### config.mk
export PLATFORM = sky130hd
export DESIGN_NAME = memTagAccessStage
export DESIGN_NICKNAME = d
export VERILOG_FILES = /design/src/common/mtStagePkg.sv /design/src/common/laneResultIf.sv /design/src/mtStage/memTagAccessStage.sv /design/src/mtStage/storeLane.sv /design/src/mtStage/loadLane.sv /design/src/verilog/replayRecordMerge.sv
export SDC_FILE = /design/constraint.sdc
export NUM_CORES = 1
export LEC_CHECK = 0
export BUFFER_PORTS_ARGS = -buffer_cell sky130_fd_sc_hd__buf_2
export CAP_MARGIN = 20
export CORE_ASPECT_RATIO = 1.4
export CORE_MARGIN = 2
export CORE_UTILIZATION = 32
export DETAILED_ROUTE_END_ITERATION = 8
export PLACE_DENSITY_LB_ADDON = 0.05
export SKIP_LAST_GASP = 1
export SYNTH_ARGS = -nofsm -noshare
export SYNTH_HDL_FRONTEND = slang
export SYNTH_SLANG_ARGS = --single-unit
### constraint.sdc
create_clock -name clk -period 1.21 [get_ports clk]
set_input_delay 0.1815 -clock clk [delete_from_list [all_inputs] [get_ports clk]]
set_output_delay 0.1815 -clock clk [all_outputs]
set_load 0.03 [all_outputs]
### src/common/mtStagePkg.sv
`default_nettype none

/*
 * Memory tag-access stage definitions
 * Widths, line-address field positions, op and execution-state encodings
 * and the alignment check shared by both lanes.
 */
package mtStagePkg;

    localparam int ADDR_W = 32;
    localparam int LINE_BYTE_BITS = 4;
    // Line-index subset, right above the byte offset
    localparam int INDEX_SUBSET_BITS = 3;
    localparam int TAG_W = 6;

    typedef enum logic [1:0] {
        memOpLoad   = 2'd0,
        memOpFenceI = 2'd1,
        memOpStore  = 2'd2
    } memOpType_e;

    typedef enum logic [1:0] {
        sizeByte = 2'd0,
        sizeHalf = 2'd1,
        sizeWord = 2'd2
    } memSize_e;

    typedef enum logic [0:0] {
        mapNormal  = 1'b0,
        mapIllegal = 1'b1
    } memMap_e;

    typedef enum logic [3:0] {
        execNotFinished          = 4'd0,
        execSuccess              = 4'd1,
        execRefetchThis          = 4'd2,
        execRefetchNext          = 4'd3,
        execFaultLoadViolation   = 4'd4,
        execFaultLoadMisaligned  = 4'd5,
        execFaultStoreViolation  = 4'd6,
        execFaultStoreMisaligned = 4'd7
    } execState_e;

    // Only the two low address bits matter for alignment
    function automatic logic isMisaligned(input logic [1:0] lowAddr, input memSize_e size);
        logic misaligned;
        case (size)
            sizeHalf: misaligned = lowAddr[0];
            sizeWord: misaligned = |lowAddr;
            default:  misaligned = 1'b0;
        endcase
        return misaligned;
    endfunction

endpackage

`default_nettype wire
### src/common/laneResultIf.sv
`default_nettype none

/*
 * Lane result bundle
 * Carries one lane's resolved op state to the replay-record merger.
 */
interface laneResultIf import mtStagePkg::*; ();

    logic              update;
    logic              regValid;
    logic [ADDR_W-1:0] addr;
    logic              addrHit;
    logic              isMemOp;

    modport lane (
        output update,
        output regValid,
        output addr,
        output addrHit,
        output isMemOp
    );

    modport merge (
        input update,
        input regValid,
        input addr,
        input addrHit,
        input isMemOp
    );

endinterface

`default_nettype wire

### src/mtStage/memTagAccessStage.sv
`default_nettype none

/*
 * Memory tag-access stage
 * One load lane and one store lane side by side, each resolving its op's
 * execution state one cycle after capture, plus the replay-record merger.
 */
module memTagAccessStage import mtStagePkg::*; (
    input  wire logic                   clk,
    input  wire logic                   rstN,
    input  wire logic                   stall,
    input  wire logic                   clear,

    // Load op
    input  wire logic                   ldValid,
    input  wire memOpType_e             ldOp,
    input  wire logic [ADDR_W-1:0]      ldAddr,
    input  wire memSize_e               ldSize,
    input  wire memMap_e                ldMap,
    input  wire logic                   ldRegValid,
    input  wire logic [TAG_W-1:0]       ldTag,
    input  wire logic                   flushLd,

    // LSU responses for the load
    input  wire logic                   ldForwarded,
    input  wire logic                   ldForwardMiss,
    input  wire logic                   ldMshrAllocated,
    input  wire logic                   ldMshrHit,
    input  wire logic                   ldMshrAddrHit,
    input  wire logic                   ldDcHit,

    // Store op
    input  wire logic                   stValid,
    input  wire memOpType_e             stOp,
    input  wire logic [ADDR_W-1:0]      stAddr,
    input  wire memSize_e               stSize,
    input  wire memMap_e                stMap,
    input  wire logic                   stRegValid,
    input  wire logic [TAG_W-1:0]       stTag,
    input  wire logic                   flushSt,
    input  wire logic                   stConflict,

    output logic                        ldOutValid,
    output logic                        ldOutRegValid,
    output execState_e                  ldExecState,
    output logic [TAG_W-1:0]            ldOutTag,
    output logic                        executeLoad,
    output logic                        cancelDcRead,

    output logic                        stOutValid,
    output logic                        stOutRegValid,
    output execState_e                  stExecState,
    output logic [TAG_W-1:0]            stOutTag,
    output logic                        executeStore,
    output logic                        orderViolation,

    // Replay-queue record requests
    output logic                        ldRecordEntry,
    output logic                        ldRecordAddrHit,
    output logic [INDEX_SUBSET_BITS-1:0] ldRecordSubset,
    output logic                        stRecordEntry,
    output logic [INDEX_SUBSET_BITS-1:0] stRecordSubset
);

    laneResultIf ldResult ();
    laneResultIf stResult ();

    loadLane loadLane0 (
        .clk           (clk),
        .rstN          (rstN),
        .stall         (stall),
        .clear         (clear),
        .flush         (flushLd),
        .valid         (ldValid),
        .op            (ldOp),
        .addr          (ldAddr),
        .size          (ldSize),
        .map           (ldMap),
        .regValid      (ldRegValid),
        .tag           (ldTag),
        .forwarded     (ldForwarded),
        .forwardMiss   (ldForwardMiss),
        .mshrAllocated (ldMshrAllocated),
        .mshrHit       (ldMshrHit),
        .mshrAddrHit   (ldMshrAddrHit),
        .dcHit         (ldDcHit),
        .outValid      (ldOutValid),
        .outRegValid   (ldOutRegValid),
        .execState     (ldExecState),
        .outTag        (ldOutTag),
        .executeLoad   (executeLoad),
        .cancelDcRead  (cancelDcRead),
        .result        (ldResult.lane)
    );

    storeLane storeLane0 (
        .clk            (clk),
        .rstN           (rstN),
        .stall          (stall),
        .clear          (clear),
        .flush          (flushSt),
        .valid          (stValid),
        .op             (stOp),
        .addr           (stAddr),
        .size           (stSize),
        .map            (stMap),
        .regValid       (stRegValid),
        .tag            (stTag),
        .conflict       (stConflict),
        .outValid       (stOutValid),
        .outRegValid    (stOutRegValid),
        .execState      (stExecState),
        .outTag         (stOutTag),
        .executeStore   (executeStore),
        .orderViolation (orderViolation),
        .result         (stResult.lane)
    );

    replayRecordMerge replayRecordMerge0 (
        .ld              (ldResult.merge),
        .st              (stResult.merge),
        .ldRecordEntry   (ldRecordEntry),
        .ldRecordAddrHit (ldRecordAddrHit),
        .ldRecordSubset  (ldRecordSubset),
        .stRecordEntry   (stRecordEntry),
        .stRecordSubset  (stRecordSubset)
    );

endmodule

`default_nettype wire

### src/mtStage/storeLane.sv
`default_nettype none

/*
 * Store lane of the tag-access stage
 * Holds the store op, flags memory-order conflicts and store faults.
 */
module storeLane import mtStagePkg::*; (
    input  wire logic              clk,
    input  wire logic              rstN,
    input  wire logic              stall,
    input  wire logic              clear,
    input  wire logic              flush,

    input  wire logic              valid,
    input  wire memOpType_e        op,
    input  wire logic [ADDR_W-1:0] addr,
    input  wire memSize_e          size,
    input  wire memMap_e           map,
    input  wire logic              regValid,
    input  wire logic [TAG_W-1:0]  tag,
    input  wire logic              conflict,

    output logic                   outValid,
    output logic                   outRegValid,
    output execState_e             execState,
    output logic [TAG_W-1:0]       outTag,
    output logic                   executeStore,
    output logic                   orderViolation,

    laneResultIf.lane              result
);

    logic              pipeValid;
    memOpType_e        pipeOp;
    logic [ADDR_W-1:0] pipeAddr;
    memSize_e          pipeSize;
    memMap_e           pipeMap;
    logic              pipeRegValid;
    logic [TAG_W-1:0]  pipeTag;

    logic              update;
    logic              isStore;
    execState_e        state;

    always_ff @(posedge clk or negedge rstN) begin
        if (!rstN) begin
            pipeValid <= 1'b0;
        end else if (!stall) begin
            pipeValid <= valid;
        end
    end

    always_ff @(posedge clk) begin
        if (!stall) begin
            pipeOp       <= op;
            pipeAddr     <= addr;
            pipeSize     <= size;
            pipeMap      <= map;
            pipeRegValid <= regValid;
            pipeTag      <= tag;
        end
    end

    assign update  = pipeValid && !stall && !clear && !flush;
    assign isStore = (pipeOp == memOpStore);

    always_comb begin
        orderViolation = 1'b0;
        if (!update || !pipeRegValid) begin
            state = execNotFinished;
        end else if (isStore && conflict) begin
            // A younger load already read stale data
            state          = execRefetchNext;
            orderViolation = 1'b1;
        end else begin
            state = execSuccess;
        end

        // Fault overrides the refetch while the violation report stays for the predictor
        if ((state == execSuccess || state == execRefetchNext) && isStore) begin
            if (pipeMap == mapIllegal) begin
                state = execFaultStoreViolation;
            end else if (isMisaligned(pipeAddr[1:0], pipeSize)) begin
                state = execFaultStoreMisaligned;
            end
        end
    end

    assign outValid     = update;
    assign outRegValid  = pipeRegValid;
    assign execState    = state;
    assign outTag       = pipeTag;
    assign executeStore = update && isStore;

    assign result.update   = update;
    assign result.regValid = pipeRegValid;
    assign result.addr     = pipeAddr;
    assign result.addrHit  = 1'b0;
    assign result.isMemOp  = isStore;

endmodule

`default_nettype wire

### src/mtStage/loadLane.sv
`default_nettype none

/*
 * Load lane of the tag-access stage
 * Holds the load/FENCE.I op and resolves its register validity and
 * execution state from the LSU responses of the following cycle.
 */
module loadLane import mtStagePkg::*; (
    input  wire logic              clk,
    input  wire logic              rstN,
    input  wire logic              stall,
    input  wire logic              clear,
    input  wire logic              flush,

    input  wire logic              valid,
    input  wire memOpType_e        op,
    input  wire logic [ADDR_W-1:0] addr,
    input  wire memSize_e          size,
    input  wire memMap_e           map,
    input  wire logic              regValid,
    input  wire logic [TAG_W-1:0]  tag,

    input  wire logic              forwarded,
    input  wire logic              forwardMiss,
    input  wire logic              mshrAllocated,
    input  wire logic              mshrHit,
    input  wire logic              mshrAddrHit,
    input  wire logic              dcHit,

    output logic                   outValid,
    output logic                   outRegValid,
    output execState_e             execState,
    output logic [TAG_W-1:0]       outTag,
    output logic                   executeLoad,
    output logic                   cancelDcRead,

    laneResultIf.lane              result
);

    logic              pipeValid;
    memOpType_e        pipeOp;
    logic [ADDR_W-1:0] pipeAddr;
    memSize_e          pipeSize;
    memMap_e           pipeMap;
    logic              pipeRegValid;
    logic [TAG_W-1:0]  pipeTag;

    logic              update;
    logic              isLoad;
    logic              isFenceI;
    logic              resolvedRegValid;
    execState_e        state;

    always_ff @(posedge clk or negedge rstN) begin
        if (!rstN) begin
            pipeValid <= 1'b0;
        end else if (!stall) begin
            pipeValid <= valid;
        end
    end

    // Op payload
    always_ff @(posedge clk) begin
        if (!stall) begin
            pipeOp       <= op;
            pipeAddr     <= addr;
            pipeSize     <= size;
            pipeMap      <= map;
            pipeRegValid <= regValid;
            pipeTag      <= tag;
        end
    end

    assign update   = pipeValid && !stall && !clear && !flush;
    assign isLoad   = (pipeOp == memOpLoad);
    assign isFenceI = (pipeOp == memOpFenceI);

    // Where the load data comes from decides whether consumers may wake up
    always_comb begin
        cancelDcRead     = 1'b0;
        resolvedRegValid = pipeRegValid;
        if (isLoad) begin
            if (forwarded) begin
                // Store data wins, so the cache read must not allocate an MSHR
                cancelDcRead     = 1'b1;
                resolvedRegValid = pipeRegValid && !forwardMiss;
            end else if (mshrAllocated) begin
                resolvedRegValid = pipeRegValid && mshrHit;
            end else if (mshrHit) begin
                resolvedRegValid = pipeRegValid;
            end else begin
                resolvedRegValid = pipeRegValid && dcHit;
            end
        end
    end

    always_comb begin
        if (!update || !resolvedRegValid) begin
            state = execNotFinished;
        end else if (isLoad && !forwarded && mshrAllocated && !mshrHit) begin
            state = execRefetchThis;
        end else if (isFenceI) begin
            // Later ops may hold stale I-cache data
            state = execRefetchNext;
        end else begin
            state = execSuccess;
        end

        // Faults only on a load that otherwise completed
        if (state == execSuccess && isLoad) begin
            if (pipeMap == mapIllegal) begin
                state = execFaultLoadViolation;
            end else if (isMisaligned(pipeAddr[1:0], pipeSize)) begin
                state = execFaultLoadMisaligned;
            end
        end
    end

    assign outValid    = update;
    assign outRegValid = resolvedRegValid;
    assign execState   = state;
    assign outTag      = pipeTag;
    assign executeLoad = update && isLoad;

    assign result.update   = update;
    assign result.regValid = resolvedRegValid;
    assign result.addr     = pipeAddr;
    assign result.addrHit  = mshrAddrHit;
    assign result.isMemOp  = isLoad;

endmodule

`default_nettype wire

### src/verilog/replayRecordMerge.sv
`default_nettype none

/*
 * Replay-record merger
 * Raises a replay-queue record request for each lane whose memory op
 * could not produce valid data, with the line-index subset of its address.
 */
module replayRecordMerge import mtStagePkg::*; (
    laneResultIf.merge                   ld,
    laneResultIf.merge                   st,

    output logic                         ldRecordEntry,
    output logic                         ldRecordAddrHit,
    output logic [INDEX_SUBSET_BITS-1:0] ldRecordSubset,
    output logic                         stRecordEntry,
    output logic [INDEX_SUBSET_BITS-1:0] stRecordSubset
);

    // Missed ops wait in the replay queue until their line returns
    assign ldRecordEntry = ld.update && ld.isMemOp && !ld.regValid;
    assign stRecordEntry = st.update && st.isMemOp && !st.regValid;

    // MSHR address hit is only meaningful alongside a request
    assign ldRecordAddrHit = ldRecordEntry && ld.addrHit;

    assign ldRecordSubset = ld.addr[LINE_BYTE_BITS +: INDEX_SUBSET_BITS];
    assign stRecordSubset = st.addr[LINE_BYTE_BITS +: INDEX_SUBSET_BITS];

endmodule

`default_nettype wire

==> summary.md <==
| Metric | Value |
|---|---|
| Outcome | `finished with violations` |
| Failing checks | `negative setup slack` |
| Hold path depth | `1` |
| Die ar. | `5085 µm²` |
| Critical path fanouts, max | `4` |
| Total gr overflow | `0` |
| Clock Power Share | `28.1%` |
| Core footprint | `roughly 4300 µm²` |
| Top-count cell post-synth | `edfxtp_1` |
| Input/output buffers | `83` |
| # clock sinks | `36` |
| Syn_area_per_cell | `roughly 16 µm²` |
| Synth cell count leaders | `edfxtp_1, inv_1, buf_4` |
| CTS root buf | `clkbuf_8` |
| Initial antenna violation count | `0` |
| Top_reg_cell synth | `edfxtp_1` |
| Top cell type's share of synthesized area | `70.53%` |
| DRC viols | `0` |
| Power share of the combinational group | `about 18%` |
| Placed Area | `roughly 2100 µm²` |
| IO Pins | `140` |
| Net Sw Frac | `about a quarter` |
| Largest net degree at the start of global routing | `19` |
| Total power | `about 2.8 mW` |
| Row cnt | `28` |
| Final Cycle Share | `157.0%` |
| Initial DRC Count | `16` |
| Worst setup path category | `reg -> out` |
| Register share of total power | `54.4%` |
| Mapped Cells | `91` |
| Chip height | `about 84 µm` |
| Max-Cap Viols | `0` |
| Number of flops mapped to enable cells by yosys | `34` |
| Final ANT Viol Nets | `0` |
| GRT Util Overall | `~13%` |
| Max clock buf depth | `2` |
| Clk_lat worst skew | `0.27 ns` |
| Fin area | `about 2400 µm²` |
| Final Hold Viols | `0` |
| CTS buffer count | `5` |
| FMAX | `~530 MHz` |
| Leak | `between 1 and 1.5 nW` |
| Via/cell ratio | `roughly 4.3` |
| VDD IR-drop max | `0.8778 mV` |
| Pins Over Slew Limit | `0` |
| Yosys reg bits | `36` |
| RSZ-0062 raised after global routing | `true` |
| Cell Int Power | `2.086 mW` |
| Crit path DAT | `approximately 1.7 ns` |
| Worst hold-check path type | `in -> reg` |
| Post-DP HPWL | `roughly 2400 µm` |
| Starting Density | `~34%` |
| PwrDens | `1186 nW/µm²` |
| Finish-stage setup viols | `16` |
| Clock slew at reported path FFs | `around 0.07 ns` |
| NetSw | `707.4 µW` |
| Final worst setup slack | `-0.6891 ns` |
| First-pass GRT wire length | `around 4800 µm` |
| Worst setup EP type | `output port` |
| GPL Wtd Cong | `approximately 0.71` |
| Seq/Total Area, Yosys | `73.98%` |
| Synth Cell Area | `approximately 1400 µm²` |
| Main area contributors after synthesis | `edfxtp_1, buf_4, dfrtp_1, ha_1, inv_1` |
| Post-DR wirelength/cell | `roughly 12 µm` |
| Worst Skew | `0 ns` |
| P&R area growth vs syn | `62.75%` |
| CP required | `~1.0 ns` |
| Leading area contributor after synthesis | `edfxtp_1` |
| Nets | `between 200 and 300` |
| CTS tree | `done` |
| Drt pass-1 iters | `3` |
| Final wirelength | `3065 µm` |
| Yosys cell types | `25` |
| Ys async rst share | `between 5 and 6%` |
| Layout cell share with drive strength beyond 1 | `between 60% and 70%` |
| Vias in the first global route | `between 1000 and 1500` |
| Min Hold Slack | `0.07826 ns` |
| Reg2reg path depth | `1` |
| Via count | `~1100` |
| H-Tree Depth | `2` |
| # diodes | `0` |
| Die Span X | `just over 60 µm` |
| Tmin final | `~1.9 ns` |
| Synth warn | `0` |
| Startpoint types | `register` |
-- state kept, by name (all words and copies together) (netlist names) --
name,count
storeLane0.pipeSize,2
storeLane0.pipeMap,1
storeLane0.pipeOp,2
loadLane0.pipeValid,1
storeLane0.outTag,6
loadLane0.result.addr,5
storeLane0.outRegValid,1
loadLane0.outTag,6
loadLane0.pipeSize,2
loadLane0.pipeRegValid,1
storeLane0.result.addr,5
loadLane0.pipeMap,1
loadLane0.pipeOp,2
storeLane0.pipeValid,1
-- metal layers --
metal	GRT usage, %	vias to the layer above	wire length [µm]
li1	-	521	-
met1	11.56	514	982
met2	22.97	57	1755
met3	5.581	2	310
met4	4.150	0	17
met5	0	-	0
-- cell type report --
class	instances	area (µm²)
inverters	9	37.54
flip-flops and latches	36	1071
clock inverters	1	5.005
repair buffers	101	674.4
well taps	60	75.07
clock buffers	7	76.32
multi-input cells	39	416.7
fillers	383	1918
-- worst max-delay path: stages, from the launching register on --
cell and delay, ns:
dfrtp_1 0.33, or4b_4 0.52, nor3_4 0.24, and3_2 0.22, buf_6 0.13
-- layout by cell type, fill, tap and decap left out, types with 2 or more instances in the layout --
cell type,netlist,layout
a21oi_1,5,2
a21oi_4,0,3
buf_12,0,2
buf_2,0,67
buf_4,8,16
buf_6,0,15
clkbuf_1,0,2
clkbuf_8,0,5
conb_1,1,2
dfrtp_1,2,2
edfxtp_1,34,34
ha_1,4,3
inv_1,9,7
mux2_2,2,2
nand2_1,3,2
nor2_1,3,3
nor2b_4,0,2
-- cells by family (layout without fill, tap and decap cells) --
group / Yosys count / after routing / share of synthesized area, %
compound gates: 11 / 11 / 4.840
fa+ha+maj: 4 / 4 / 3.457
buf+inv: 17 / 118 / 6.482
flops: 36 / 36 / 73.98
mux: 2 / 2 / 1.556
other cells: 1 / 2 / 0.2590
simple gates: 20 / 20 / 9.420
-- power groups by stage --
| stage | combinational (mW) | clock, mW | sequential, mW |
|---|---|---|---|
| floorplan | 0.189 | 0 | 1.62 |
| global placement | 0.432 | 0 | 1.54 |
| detailed placement | 0.442 | 0 | 1.54 |
| CTS | 0.470 | 0.827 | 1.52 |
| global route | 0.523 | 0.865 | 1.53 |
| finish | 0.488 | 0.786 | 1.52 |
-- path summary, 6_finish.rpt --
check,slack (ns),from,endpoint
max reg2reg,0.47,storeLane0.pipeValid,storeLane0.pipeValid
max,-0.69,loadLane0.pipeValid,ldRecordAddrHit
min reg2reg,0.50,loadLane0.pipeValid,loadLane0.pipeValid
max in group asynchronous,0.87,rstN,loadLane0.pipeValid
min,0.08,stAddr[0],storeLane0.result.addr[0]
min in group asynchronous,0.24,rstN,storeLane0.pipeValid
-- through the flow --
step	setup TNS, ns	util (%)	setup WS, ns	cells
2_1_floorplan	-4.704	-	-0.5636	92
3_3_place_gp	-3.858	48.89	-0.4064	237
3_5_place_dp	-4.099	48.89	-0.4263	237
4_1_cts	-6.916	53.72	-0.7011	249
5_1_grt	-8.169	55.12	-0.7684	253
6_report	-6.829	55.12	-0.6891	253
-- repair_timing --
action,in CTS,in global routing
gates cloned,0,0
endpoints found under the setup margin,16,17
pin swaps,5,6
buffers inserted,3,4
hold endpoints to repair,2,0
hold buffers,1,0
gates resized for setup,31,10
Note: power is estimated with default switching activity, not from simulation.
